[src/design/cpu_settings.svh]
`ifndef CPU_SETTINGS_SVH
`define CPU_SETTINGS_SVH

// datapath and instruction word width
`define DATA_W 32

// general register index width
`define REG_AW 5

// number of general registers incl. register zero
`define REG_COUNT 32

`endif

[src/design/isa_pkg.sv]
`include "cpu_settings.svh"

package isa_pkg;

    typedef enum logic [5:0] {
        OP_SPECIAL = 6'h00,
        OP_ADDIU   = 6'h09,
        OP_ORI     = 6'h0d,
        OP_LUI     = 6'h0f,
        OP_COP0    = 6'h10
    } opcode_e;

    typedef enum logic [5:0] {
        FN_MFHI  = 6'h10,
        FN_MTHI  = 6'h11,
        FN_MFLO  = 6'h12,
        FN_MTLO  = 6'h13,
        FN_MULTU = 6'h19,
        FN_ADDU  = 6'h21,
        FN_SUBU  = 6'h23,
        FN_AND   = 6'h24,
        FN_OR    = 6'h25,
        FN_XOR   = 6'h26,
        FN_SLTU  = 6'h2b
    } funct_e;

    localparam logic [4:0] COP0_MF = 5'h00; // rs field of mfc0
    localparam logic [4:0] COP0_MT = 5'h04; // rs field of mtc0

    typedef enum logic [4:0] {
        ALU_NONE, ALU_ADDU, ALU_SUBU, ALU_AND, ALU_OR, ALU_XOR, ALU_SLTU,
        ALU_MULTU, ALU_MTHI, ALU_MTLO, ALU_MFHI, ALU_MFLO,
        ALU_ADDIU, ALU_ORI, ALU_LUI, ALU_MTC0, ALU_MFC0
    } alu_op_e;

    typedef struct packed {
        logic [`REG_AW-1:0] rs;
        logic [`REG_AW-1:0] rt;
        logic [`REG_AW-1:0] rd;
        logic [15:0]        imm;
        alu_op_e            alu_op;
        logic               use_imm;
    } unpack_t;

endpackage

[src/design/pipe_pkg.sv]
`include "cpu_settings.svh"

package pipe_pkg;

    import isa_pkg::*;

    typedef struct packed {
        logic    write_reg;
        logic    write_hi;
        logic    write_lo;
        logic    write_cop0;
        alu_op_e alu_op;
        logic    use_imm;
    } control_t;

    typedef struct packed {
        logic               valid;
        logic [`DATA_W-1:0] instruction;
        control_t           control;
        logic [`REG_AW-1:0] dest_reg;
        logic [`DATA_W-1:0] rs, rt, hi, lo, cop0;        // operand values
        logic [`DATA_W-1:0] dest_reg_data, dest_hi_data;
        logic [`DATA_W-1:0] dest_lo_data, dest_cop0_data;
    } pipeline_signal_t;

    typedef struct packed {
        logic               take;
        logic [`DATA_W-1:0] data;
    } forward_element_t;

    typedef struct packed {
        forward_element_t rs, rt, lo, hi, cop0;
    } forward_info_t;

    // bypassed values replace what the register file gave
    function automatic pipeline_signal_t process_forward_data(
        input pipeline_signal_t ps,
        input forward_info_t    fi
    );
        pipeline_signal_t res;
        res = ps;
        if (fi.rs.take) res.rs = fi.rs.data;
        if (fi.rt.take) res.rt = fi.rt.data;
        if (fi.hi.take) res.hi = fi.hi.data;
        if (fi.lo.take) res.lo = fi.lo.data;
        if (fi.cop0.take) res.cop0 = fi.cop0.data;
        return res;
    endfunction

endpackage

[src/design/commit_if.sv]
`timescale 1ns/1ps
`include "cpu_settings.svh"

interface commit_if;

    logic               reg_we;
    logic [`REG_AW-1:0] reg_addr;
    logic [`DATA_W-1:0] reg_data;
    logic               hi_we;   // hi, lo and cop0 come from the memory stage
    logic [`DATA_W-1:0] hi_data;
    logic               lo_we;
    logic [`DATA_W-1:0] lo_data;
    logic               cop0_we;
    logic [`DATA_W-1:0] cop0_data;

    modport retire (
        output reg_we, reg_addr, reg_data, hi_we, hi_data,
               lo_we, lo_data, cop0_we, cop0_data
    );

    modport regs (
        input reg_we, reg_addr, reg_data, hi_we, hi_data,
              lo_we, lo_data, cop0_we, cop0_data
    );

endinterface

[src/design/retire_stage.sv]
`timescale 1ns/1ps
`include "cpu_settings.svh"

module retire_stage
    import pipe_pkg::*;
(
    input  logic               clk,
    input  logic               rst_n,
    input  pipeline_signal_t   ps_memory_in,
    output pipeline_signal_t   ps_memory,
    output pipeline_signal_t   ps_write_back,
    commit_if.retire           commit,
    output logic               wb_valid,
    output logic               wb_we,
    output logic [`REG_AW-1:0] wb_reg,
    output logic [`DATA_W-1:0] wb_data
);

    always_ff @(posedge clk) begin
        if (!rst_n) begin
            ps_memory.valid        <= 1'b0;
            ps_memory.control      <= '0;
            ps_memory.dest_reg     <= '0;
            ps_write_back.valid    <= 1'b0;
            ps_write_back.control  <= '0;
            ps_write_back.dest_reg <= '0;
        end else begin
            ps_memory     <= ps_memory_in;
            ps_write_back <= ps_memory;
        end
    end

    assign wb_valid = ps_write_back.valid;
    assign wb_we    = ps_write_back.control.write_reg && ps_write_back.dest_reg != '0;
    assign wb_reg   = ps_write_back.dest_reg;
    assign wb_data  = ps_write_back.control.write_reg ? ps_write_back.dest_reg_data : '0;

    assign commit.reg_we    = wb_we;
    assign commit.reg_addr  = ps_write_back.dest_reg;
    assign commit.reg_data  = ps_write_back.dest_reg_data;
    assign commit.hi_we     = ps_memory.control.write_hi; // special regs leave from memory
    assign commit.hi_data   = ps_memory.dest_hi_data;
    assign commit.lo_we     = ps_memory.control.write_lo;
    assign commit.lo_data   = ps_memory.dest_lo_data;
    assign commit.cop0_we   = ps_memory.control.write_cop0;
    assign commit.cop0_data = ps_memory.dest_cop0_data;

endmodule

[src/flat_wrapper.sv]
// flat-port wrapper written by rule: the top's interface ports become plain ports
module retire_stage_flat import pipe_pkg::*;
  (clk, rst_n, ps_memory_in, ps_memory, ps_write_back, wb_valid, wb_we, wb_reg, wb_data, commit_reg_we, commit_reg_addr, commit_reg_data, commit_hi_we, commit_hi_data, commit_lo_we, commit_lo_data, commit_cop0_we, commit_cop0_data);
  commit_if commit_i ();
  input  logic clk;
  input  logic rst_n;
  input  pipeline_signal_t ps_memory_in;
  output pipeline_signal_t ps_memory;
  output pipeline_signal_t ps_write_back;
  output logic wb_valid;
  output logic wb_we;
  output logic [`REG_AW-1:0] wb_reg;
  output logic [`DATA_W-1:0] wb_data;
  output wire logic [$bits(commit_i.reg_we)-1:0] commit_reg_we;
  output wire logic [$bits(commit_i.reg_addr)-1:0] commit_reg_addr;
  output wire logic [$bits(commit_i.reg_data)-1:0] commit_reg_data;
  output wire logic [$bits(commit_i.hi_we)-1:0] commit_hi_we;
  output wire logic [$bits(commit_i.hi_data)-1:0] commit_hi_data;
  output wire logic [$bits(commit_i.lo_we)-1:0] commit_lo_we;
  output wire logic [$bits(commit_i.lo_data)-1:0] commit_lo_data;
  output wire logic [$bits(commit_i.cop0_we)-1:0] commit_cop0_we;
  output wire logic [$bits(commit_i.cop0_data)-1:0] commit_cop0_data;
  assign commit_reg_we = commit_i.reg_we;
  assign commit_reg_addr = commit_i.reg_addr;
  assign commit_reg_data = commit_i.reg_data;
  assign commit_hi_we = commit_i.hi_we;
  assign commit_hi_data = commit_i.hi_data;
  assign commit_lo_we = commit_i.lo_we;
  assign commit_lo_data = commit_i.lo_data;
  assign commit_cop0_we = commit_i.cop0_we;
  assign commit_cop0_data = commit_i.cop0_data;
  retire_stage u_core (.clk(clk), .rst_n(rst_n), .ps_memory_in(ps_memory_in), .ps_memory(ps_memory), .ps_write_back(ps_write_back), .commit(commit_i), .wb_valid(wb_valid), .wb_we(wb_we), .wb_reg(wb_reg), .wb_data(wb_data));
endmodule
[config.mk]
export PLATFORM = sky130hd
export DESIGN_NAME = retire_stage_flat
export DESIGN_NICKNAME = d
export VERILOG_FILES = /design/src/design/isa_pkg.sv /design/src/design/pipe_pkg.sv /design/src/design/commit_if.sv /design/src/design/retire_stage.sv /design/src/flat_wrapper.sv
export VERILOG_INCLUDE_DIRS = /design/src /design/src/design
export SDC_FILE = /design/constraint.sdc
export NUM_CORES = 1
export LEC_CHECK = 0
export BUFFER_PORTS_ARGS = -buffer_cell sky130_fd_sc_hd__buf_2
export CAP_MARGIN = 20
export CORE_AREA = 2 2 464 466
export DETAILED_ROUTE_END_ITERATION = 12
export DIE_AREA = 0 0 466 468
export GPL_ROUTABILITY_DRIVEN = 0
export PLACE_DENSITY = 0.3
export SYNTH_ARGS = -nofsm -noshare
export SYNTH_HDL_FRONTEND = slang
export SYNTH_SLANG_ARGS = --single-unit
[constraint.sdc]
create_clock -name clk -period 1.9 [get_ports clk]
set_input_delay 0.475 -clock clk [delete_from_list [all_inputs] [get_ports clk]]
set_output_delay 0.475 -clock clk [all_outputs]
set_load 0.01 [all_outputs]
==> results by stage, run 1 <==
Layout:
- In the final layout, the share of cells above drive strength 1 is 0.588.
- For this run, the post-layout net count is 2880.
- The most common cell after layout, fill and taps aside is buf_2.
- The area growth from synthesis to layout is 81.9%.
- Fill cells in the final layout number 23300.
- The top cell types in the final layout, fill and taps aside, are buf_2 (1029), edfxtp_1 (640), dlygate4sd3_1 (336).

Timing:
- The total of endpoints with negative setup slack in the final report is 73.
- The upper clock frequency limit is 415 MHz.
- Setup repair after global routing could not meet its margin everywhere.
- Dividing the final minimum period by the clock period gives 1.27.
- The setup clock skew after layout is 0.0274 ns.
- Summed over all failing endpoints, the final setup total negative slack is -7.24 ns.
- The actual transition at the worst max-transition pin is 0.409 ns.
- Measured against its own limit, the worst slew margin works out to 0.727.
- The minimum period implied by the final worst setup slack is 2.41 ns.
- The final number of hold-violating endpoints is 0.
- The number of pins with negative max-slew slack in the final report is 0.
- In the post-route analysis, the smallest setup slack over all paths is -0.511 ns.

Worst hold path:
- The worst hold path belongs to the class primary input to register.
- In this run the most critical hold path is launched from rst_n.

GRT:
- The maximum number of pins on one net before global-route repair is 55.
- The global-route usage over all layers is 0.110.
- The number of global-route vias before repair is 15600.
- The initial antenna violation count is 26.
- The total global routing overflow is 0.
- The wire length of the first global-routing pass is 156 mm.

Setup path:
- The critical path data required time is 1.42 ns.
- The worst setup path is captured at an output port.
- STA classifies the critical path startpoint as a register.
- The class of the most critical setup path is register to output port.
- The biggest fanout along the worst timing path is 2.
- The critical path starts at u_core.commit.reg_addr[1].
- The launch point of the worst reg-to-reg path is u_core.commit.hi_data[7].
- STA puts the critical path data arrival time at 1.94 ns.

CTS:
- The longest clock path from root to sink contains 3 buffers.
- The clock input transition at the sequential cells of the worst setup and hold paths is 0.06 ns.
- The CTS tree is done.
- The H-tree generated during clock tree synthesis spans 3 levels.
- The number of buffers created by CTS is 84.
- For the worst-skew pair, the clock arrives at the later sink with an insertion delay of 0.71 ns.
- The clock net sink count is 672.
- The cell sitting at the root of the clock tree is a clkbuf_16.

Logic synthesis:
- The post-synthesis average cell area is 24.1 um2.
- The unique cell type count in the Yosys netlist is 7.
- Synthesis produced 887 cells.
- For this run, the register share of the synthesized area comes to 0.929.
- After synthesis the cells add up to 0.0214 mm2.
- After synthesis the netlist holds a flip-flop and latch count of 672.
- The yosys synthesis warning count is 0.
- The number of nets in the synthesized netlist is 1225.

Placement:
- The wire-length estimate of the detail-placed layout is 104 mm.
- In this run the tool buffered the top-level ports with 1185 buffer cells.

Floorplan:
- The initial core utilization is 0.100.
- For this design the top-level I/O count stands at 1186.
- From bottom edge to top edge, the die measures 468 um.
- The floorplan step defined a die boundary enclosing 0.218 mm2.
- The area of the core is 0.213 mm2.
- The width of the chip is 466 um.
- The number of rows in the core area is 170.

Routing:
- The number of detailed-route iterations in the first pass is 4.
- The residual antenna-violating net count after detailed routing is 0.
- The total wire length after detailed routing is 127 mm.
- Dividing the detail-routed via count by the number of cells gives 2.77.
- The starting DRC count in detailed routing is 789.
- For this run, design rule violations remaining after detail routing come to 0.
- The final route contains 15100 vias.
- After detailed routing, the average wire length per cell comes to 23.2 um.

Pwr:
- The total leakage power is 15.6 nW.
- Dividing total power by cell area gives a power density of 986 mW/mm2.
- IR analysis of the VDD net gives a maximum drop of 0.659 mV.
- The total power of the final layout is 38.3 mW.

Status:
- The checks that failed: negative setup slack.
- The flow ran to the end, but the final reports show violations.

Job:
- The number of max-capacitance violations reported is 0.
## worst paths after layout
kind,slack (ns),cells past startpoint,endpoint
setup / recovery,-0.51,3,commit_reg_we
hold / removal,0.33,2,u_core.ps_write_back[0]
setup reg to reg,0.12,9,u_core.ps_write_back[71]
hold reg to reg,0.44,0,u_core.ps_write_back[212]
## registers in the layout, indices dropped and copies added, names as in the netlist
signal and count:
u_core.ps_write_back 298, u_core.commit.lo_we 1, u_core.commit.reg_data 32, u_core.wb_valid 1, u_core.ps_memory 237, u_core.commit.hi_we 1, u_core.commit.cop0_we 1, u_core.commit.cop0_data 32
u_core.commit.hi_data 32, u_core.commit.lo_data 32, u_core.commit.reg_addr 5
## layer usage
metal / up-vias / GRT usage / routed length [um]
met5: - / 0 / 99
met4: 14 / 0.0323 / 3090
met3: 148 / 0.0758 / 19600
met2: 932 / 0.176 / 58400
met1: 7415 / 0.116 / 45500
li1: 6588 / - / -
## final cells by class
type | count | area, um2 | area share
Antenna cell | 5 | 12.5 | 0.000322
Clock buffer | 118 | 2270 | 0.0584
Clock inverter | 36 | 295 | 0.00760
Multi-Input combinational cell | 66 | 504 | 0.0130
Sequential cell | 672 | 19900 | 0.512
Tap cell | 2838 | 3550 | 0.0914
Timing Repair Buffer | 1718 | 12300 | 0.318
## cells in the mapped netlist
| cell type | instances | area, um2 |
|---|---|---|
| buf_4 | 143 | 1070 |
| clkbuf_1 | 6 | 22.5 |
| and2_1 | 64 | 400 |
| edfxtp_1 | 640 | 19200 |
| o21a_1 | 1 | 7.51 |
| dfxtp_1 | 32 | 641 |
| or4_1 | 1 | 7.51 |
## critical path, stage by stage (launching register included)
cell     delay, ns
dfxtp_2       0.32
or4_4         0.54
o21a_4        0.25
buf_2         0.15
## metrics by stage
step | utilization | cell area (um2) | hold slack, ns | std cells | setup slack [ns]
final | 0.182 | 38900 | 0.329 | 5453 | -0.511
after global routing | 0.182 | 38900 | 0.267 | 5450 | -0.628
after CTS | 0.181 | 38500 | 0.245 | 5430 | -0.643
after detailed placement | 0.143 | 30400 | 0.429 | 4813 | 0.0175
after global placement | 0.143 | 30400 | 0.425 | 4813 | 0.0312
after floorplan | - | 21400 | 0.499 | 887 | 0.212
## kinds of logic after synthesis
logic type,Yosys count,synth area share
simple gates,65,0.0191
buf+inv,149,0.0513
compound gates,1,0.000351
flops,672,0.929
## power by group
part           internal [mW]  switching [mW]
registers               17.5           0.766
clock network           8.53            6.72
logic                   2.22            2.56
## what timing repair did
| item | CTS | global route |
|---|---|---|
| endpoints found under the hold margin | 336 | 0 |
| hold buffers | 336 | 0 |
| pin swaps | 12 | 3 |
| resized for setup | 278 | 36 |
| cloned | 0 | 3 |
| setup endpoints to repair | 319 | 200 |
| buffers inserted | 127 | 18 |
Power figures use the tool's default switching activity.
==> run 2: changes to the inputs <==
CELL_PAD_IN_SITES_DETAIL_PLACEMENT = 1   (was default)
CELL_PAD_IN_SITES_GLOBAL_PLACEMENT = 2   (was default)
CORE_AREA = 2 2 458 460   (was 2 2 464 466)
DIE_AREA = 0 0 460 462   (was 0 0 466 468)
PLACE_DENSITY = 0.32   (was 0.3)
clock period = 2.5 ns   (was 1.9 ns; I/O delays follow)
==> run 2 against run 1 <==
  * The flow still finishes with violations (negative setup slack)
  * Routed wire length down 7.2%
  * Sequential cell count unchanged
  * Total power down 26%
  * Via count down 11%
  * Register-to-register slack better by 1.5 ns
  * Non-clock buffer count down 489
  * Design area down 15%
  * Clock power down 21%
  * Critical path depth unchanged
  * Sequential share of layout area up 9.3 points
  * Clock skew down 0.015 ns
  * Largest power group unchanged
==> results by stage, run 2 (same netlist as run 1, synthesis figures left out) <==
Setup path:
- In this run the worst setup path begins at u_core.commit.reg_addr[2].
- STA classifies the critical path endpoint as an output port.
- Walking the worst path, the cells encountered are or4_4 -> o21a_4 -> buf_2.
- The path depth of the worst reg2reg path is 0 (-9).
- The number of cells on the critical path is 3 (unchanged).
- The worst setup path is of the register to output port kind.
- The biggest fanout along the worst timing path is 2 (unchanged).
- The critical path launch point type is a register.
- The buffers plus inverters on the worst setup path came to 1 (unchanged).
- The launch point of the worst reg-to-reg path is u_core.commit.lo_data[31].
- The maximum single-stage delay on the critical path was 0.55 ns (about the same).
- The top cell family by delay on the critical path is simple AND/OR/NAND/NOR gates.
- The critical path data required time came to 1.88 ns (+0.46 ns).
- The slowest cell on the critical path is or4_4.
- The signal arrival time at the worst endpoint is 1.93 ns (about the same).

Timing:
- The sum of negative setup slack is -0.108 ns (+7.13 ns).
- The total of endpoints with negative setup slack in the final report is 2 (-97%).
- Setup repair after global routing could not meet its margin everywhere.
- The final setup slack of the worst path is -0.0564 ns (+0.454 ns).
- The max-slew headroom at the worst pin is 0.714 (-0.0132).
- The setup clock skew after layout is 0.0120 ns (-0.0154 ns).
- For this run, the top clock speed supported by timing is 391 MHz.
- The actual transition at the worst max-transition pin is 0.429 ns (+0.0198 ns).
- Of the available clock period, the critical path in the final layout requires 1.02.
- The number of pins with negative max-slew slack in the final report is 0 (unchanged).
- The final number of hold-violating endpoints is 0 (unchanged).
- The minimum period implied by the final worst setup slack is 2.56 ns.

CTS:
- In this run the clock root is driven by a clkbuf_16.
- The maximum count of clock buffers along a single path is 3 (unchanged).
- The insertion delay of the later-clocked pin in the worst-skew pair is 0.69 ns (-0.02 ns).
- The number of buffers created by CTS was 86 (+2.4%).
- The clock net sink count is 672 (unchanged).
- TritonCTS built the clock tree.
- The clock input transition at the sequential cells of the worst setup and hold paths is 0.06 ns (about the same).
- The level count of the clock H-tree is 3 (unchanged).

Worst hold path:
- The worst hold path cell count is 1 (-1).
- The worst hold path begins at ps_memory_in[1].
- The class of the tightest hold or removal check is primary input to register.

Pwr:
- The net switching power of the design is 7.31 mW (-27%).
- The switching power as a share of total power came to 0.257 (-0.00541).
- The combinational group share of total power is 0.085 (-0.040).
- The power per cell area is 866 mW/mm2 (-12%).
- The total leakage power is 13.1 nW (-16%).
- The peak supply drop was 0.458 mV (-31%).
- The clock network fraction of total power is 0.422 (+0.024).
- The relative contribution of sequential cells to total power is 0.493 (+0.016).
- The internal power is 21.1 mW (-25%).

Floorplan:
- The area of the core came to 0.208 mm2 (-2.5%).
- The number of top-level pins is 1186 (unchanged).
- The width of the chip was 460 um (-1.3%).
- The die footprint was 0.213 mm2 (-2.6%).
- The initial core utilization is 0.103 (+0.00252).
- The die outline height was 462 um (-1.3%).
- The number of rows in the core area is 168 (-1.2%).

Placement:
- The count of input and output buffers is 1185 (unchanged).
- The final HPWL from detailed placement is 97.7 mm (-5.9%).

Layout:
- In the final layout, the registers with the most flip-flops are u_core.ps_write_back x298, u_core.ps_memory x237.
- Compared with the post-synthesis result, the final layout area differs by 53.7%.
- The register area was 0.0199 mm2 (about the same).
- The fraction of layout instances using a drive strength above 1 came to 0.632 (+0.0442).
- The number of flip-flops in the largest register came to 298 (unchanged).
- The area of the multi-input gates is 427 um2 (-15%).
- The register with the highest flop count is u_core.ps_write_back.
- In the layout the commonest cells are buf_2 (1183), edfxtp_1 (640), clkbuf_16 (87).
- The filler cell count in the final layout is 23500 (+0.86%).
- The number of nets in the layout is 2393 (-17%).
- The library cell used most frequently in the layout, excluding fill and tap cells, is buf_2.
- The fraction of the core area covered by cells at the end of the flow was 0.158 (-0.0243).

Routing:
- The starting DRC count in detailed routing is 688 (-13%).
- The met1 layer wirelength in the final routing is 44.2 mm (-2.9%).
- The detail-routed net length per standard cell is 24.3 um (+4.3%).
- The number of detailed-route iterations in the first pass is 4 (unchanged).
- The via count is 13400 (-11%).
- The total wire length after detailed routing is 118 mm (-7.2%).
- The DRC violation count after routing is 0 (unchanged).
- The met3 wire length was 16.5 mm (-16%).
- The routed wire length on met2 is 54.0 mm (-7.6%).
- The highest layer touched by signal routing is met5.
- The average via count per standard cell is 2.76 (-0.16%).
- The residual antenna-violating net count after detailed routing is 0 (unchanged).

GRT:
- The wire length of the first global-routing pass is 146 mm (-6.2%).
- The maximum number of pins on one net before global-route repair is 56 (+1.8%).
- The initial antenna violation count is 36 (+38%).
- The total global routing overflow came to 0 (unchanged).
- The global-route usage over all layers is 0.105 (-0.00513).
- The number of global-route vias before repair was 14200 (-8.8%).

Status:
- The checks that failed: negative setup slack.
- The flow ran to the end, but the final reports show violations.

Job:
- The number of max-capacitance violations reported is 0 (unchanged).
## run 2: cell count changes in the layout (fill, tap and decap cells not counted), moves of 13 or more
cell / previous run / this run
and2_4: 31 / 0
buf_2: 1029 / 1183
buf_12: 36 / 12
dlygate4sd3_1: 336 / 10
buf_4: 134 / 22
buf_6: 172 / 0
clkbuf_1: 31 / 18
and2_1: 33 / 64
## run 2: timing repair
action,4_1_cts,5_1_grt
endpoints found under the hold margin,10,0
resized for setup,6,2
buffers inserted,1,0
hold buffers,10,0
pin swaps,2,1
endpoints found under the setup margin,2,2
## run 2: path summary, 6_finish.rpt
path	to	slack, ns
worst max-delay path	commit_reg_we	-0.06
worst min-delay path	u_core.commit.cop0_data[1]	0.11
worst max register to register	u_core.ps_write_back[63]	1.59
worst min register to register	u_core.ps_write_back[176]	0.45
## run 2: power groups by stage
stage / logic, mW / clock network [mW] / registers (mW)
CTS: 2.50 / 12.6 / 14.1
global placement: 2.51 / 0 / 14.3
floorplan: 0.356 / 0 / 14.3
detailed placement: 2.48 / 0 / 14.3
finish: 2.41 / 12.0 / 14.0
global route: 2.60 / 12.9 / 14.1
## run 2: layer usage
metal  global-route usage  up-vias
li1                     -     5601
met1                0.119     6714
met2                0.167      918
met3               0.0615      148
met4               0.0277       22
met5                    0        -
## run 2: layout make-up
cell class	count	share of cell area
Sequential cell	672	0.605
Timing Repair Buffer	1229	0.197
Tap cell	2720	0.104
Clock buffer	106	0.0688
Multi-Input combinational cell	66	0.0130
Clock inverter	49	0.0126
Antenna cell	7	0.000533
## run 2: through the flow
step / hold WS, ns / cell area (um2) / total power [mW] / setup WS, ns / instances
global route: 0.0212 / 32800 / 29.7 / -0.174 / 4844
floorplan: 0.499 / 21400 / 14.6 / 0.662 / 887
global placement: 0.432 / 30000 / 16.8 / 0.512 / 4676
CTS: 0.0000595 / 32800 / 29.2 / -0.214 / 4842
detailed placement: 0.435 / 30000 / 16.8 / 0.502 / 4676
finish: 0.108 / 32800 / 28.4 / -0.0564 / 4849
==> run 3: changes to the inputs <==
GPL_TIMING_DRIVEN = 0   (was default)
==> run 3 against run 2 <==
  * The flow still finishes with violations (negative setup slack)
  * Sequential share of layout area decreased by 5.6 points
  * Highest routed layer unchanged
  * First-iteration DRC count increased by 11%
  * Via count increased by 9.2%
  * Core utilization increased by 1.6 points
==> results by stage, run 3 (same netlist as run 1, synthesis figures left out) <==
Status:
- The run finished, with violations left.
- The final reports fail on negative setup slack.

Setup path:
- The biggest fanout along the worst timing path came to 2 (unchanged).
- STA classifies the critical path endpoint as an output port.
- The signal arrival time at the worst endpoint came to 2.02 ns (+0.09 ns).
- The slowest cell on the critical path is or4_4.
- The critical path launch point type is a register.
- The maximum single-stage delay on the critical path came to 0.52 ns (-0.03 ns).
- The critical path data required time is 1.88 ns (about the same).
- Walking the worst path, the cells encountered are or4_4 -> o21a_4 -> buf_6 -> buf_8.
- The class of the most critical setup path is register to output port.

GRT:
- The wire length of the first global-routing pass is 151 mm (+3.7%).
- The initial antenna violation count came to 34 (-5.6%).
- The total global routing overflow is 0 (unchanged).
- The global-route usage over all layers was 0.107 (+0.00226).
- The maximum number of pins on one net before global-route repair is 118 (+110%).
- The number of global-route vias before repair came to 15800 (+11%).

Placement:
- The cell count after placement came to 4798 (+2.6%).
- The area after detailed placement is 0.0309 mm2 (+2.9%).
- The final HPWL from detailed placement came to 97.1 mm (-0.61%).
- The post-placement worst setup slack is -0.613 ns (-1.12 ns).
- The count of input and output buffers is 1185 (unchanged).

Layout:
- The layout overhead on the synthesized area is 69.5%.
- The fraction of layout instances using a drive strength above 1 came to 0.602 (-0.0298).
- The largest registers in the layout are u_core.ps_write_back x298, u_core.ps_memory x237.
- The count of non-filler cells in the finished layout was 5198 (+7.2%).
- The number of nets in the layout came to 2729 (+14%).
- The total non-filler cell area in the finished layout is 0.0362 mm2 (+10%).
- The number of flip-flops in the largest register came to 298 (unchanged).
- The register with the highest flop count is u_core.ps_write_back.
- The most common cell after layout, fill and taps aside is buf_2.
- The top cell types in the final layout, fill and taps aside, are buf_2 (1179), edfxtp_1 (640), dlygate4sd3_1 (212).
- The filler cell count in the final layout was 23500 (-0.072%).

CTS:
- The number of buffers created by CTS is 91 (+5.8%).
- The insertion delay of the later-clocked pin in the worst-skew pair was 0.70 ns (about the same).
- TritonCTS built the clock tree.
- The clock input transition at the sequential cells of the worst setup and hold paths is 0.06 ns (about the same).
- The master cell of the clock root buffer is clkbuf_16.
- The maximum count of clock buffers along a single path is 3 (unchanged).
- The level count of the clock H-tree is 3 (unchanged).
- The clock net sink count is 672 (unchanged).

Floorplan:
- The number of top-level pins is 1186 (unchanged).
- The number of rows in the core area is 168 (unchanged).
- The area of the core is 0.208 mm2 (unchanged).
- The die outline height is 462 um (unchanged).
- The initial core utilization was 0.103 (unchanged).
- The width of the chip is 460 um (unchanged).
- The die footprint is 0.213 mm2 (unchanged).

Routing:
- The residual antenna-violating net count after detailed routing was 0 (unchanged).
- The detail-routed net length per standard cell is 23.1 um (-4.9%).
- The DRC violation count after routing came to 0 (unchanged).
- The average via count per standard cell was 2.81 (+1.8%).
- The total wire length after detailed routing is 120 mm (+2.0%).
- The number of detailed-route iterations in the first pass is 4 (unchanged).
- The starting DRC count in detailed routing is 764 (+11%).
- The via count came to 14600 (+9.2%).

Pwr:
- The power per cell area came to 836 mW/mm2 (-3.4%).
- The total power of the final layout is 30.3 mW (+6.5%).
- The peak supply drop is 0.473 mV (+3.3%).
- The total leakage power is 14.7 nW (+12%).

Worst hold path:
- The path class of the tightest hold or removal check is primary input to register.

Timing:
- The max-slew headroom at the worst pin came to 0.523 (-0.191).
- The final setup slack of the worst path is -0.146 ns (-0.0892 ns).
- The final hold slack is 0.107 ns (-0.000954 ns).
- The number of pins with negative max-slew slack in the final report is 0 (unchanged).
- The ratio of final minimum period to clock period is 1.06 (+0.0357).
- The actual transition at the worst max-transition pin was 0.716 ns (+0.287 ns).
- The setup clock skew after layout was 0.0228 ns (+0.0108 ns).
- The minimum period implied by the final worst setup slack is 2.65 ns (+0.0892 ns).
- The upper clock frequency limit is 378 MHz (-3.4%).
- The final number of hold-violating endpoints is 0 (unchanged).
- Setup repair after global routing could not meet its margin everywhere.
- The total of endpoints with negative setup slack in the final report was 2 (unchanged).

Job:
- The number of max-capacitance violations reported is 0 (unchanged).
==> run 3: cell count changes in the layout (fill, tap and decap cells not counted), sizes merged <==
cell / delta
bufinv: +4
buf: +123
clkinv: -5
dlygate4sd3: +202
clkinvlp: +4
diode: +5
clkbuf: +16
==> run 3: timing repair <==
action                                  in CTS  in global routing
buffers inserted                             8                  0
endpoints found under the hold margin      212                  0
hold buffers                               212                  0
endpoints found under the setup margin      34                  2
pin swaps                                    2                  1
resized for setup                           30                  2
cloned                                       0                  0
==> run 3: cell type report <==
class,count,area (um2),share of cell area
Buffer,149,1140,0.0315
Clock buffer,116,2450,0.0677
Clock inverter,52,568,0.0157
Tap cell,2720,3400,0.0939
Antenna cell,12,30.0,0.000829
Multi-Input combinational cell,66,432,0.0119
Timing Repair Buffer,1411,8330,0.230
Sequential cell,672,19900,0.548
==> run 3: final timing paths <==
path | endpoint | slack [ns] | cells after the start | startpoint
min | u_core.commit.cop0_data[28] | 0.11 | 1 | ps_memory_in[28]
max reg2reg | u_core.ps_write_back[9] | 1.58 | 0 | u_core.commit.cop0_data[9]
max | wb_we | -0.15 | 4 | u_core.commit.reg_addr[0]
min reg2reg | u_core.commit.reg_data[11] | 0.44 | 0 | u_core.ps_memory[107]
==> run 3: power breakdown <==
part	internal (mW)	leakage, nW	switching (mW)
sequential	13.3	6.53	0.728
clock	7.89	1.46	5.49
combinational	1.26	6.69	1.61
==> run 3: layer usage <==
| metal | GRT usage | vias to the layer above | wire (um) |
|---|---|---|---|
| met5 | 0 | - | 37 |
| met4 | 0.0274 | 6 | 2650 |
| met3 | 0.0547 | 131 | 15000 |
| met2 | 0.169 | 893 | 54400 |
| met1 | 0.128 | 7301 | 47900 |
| li1 | - | 6299 | - |
==> run 3: critical path: cells and delay by family (launching register included) <==
kind                   cells  cell delay (ns)
flip-flops                 1             0.32
AND/OR/NAND/NOR            1             0.52
AO/OA/AOI/OAI              1             0.23
buffers and inverters      2             0.24
==> run 3: per-stage QoR <==
stage	util	setup TNS, ns
final	0.174	-0.291
after detailed placement	0.148	-104.84
after global placement	0.148	-6948.82
after CTS	0.174	-0.586
after global routing	0.174	-0.535
after floorplan	-	0
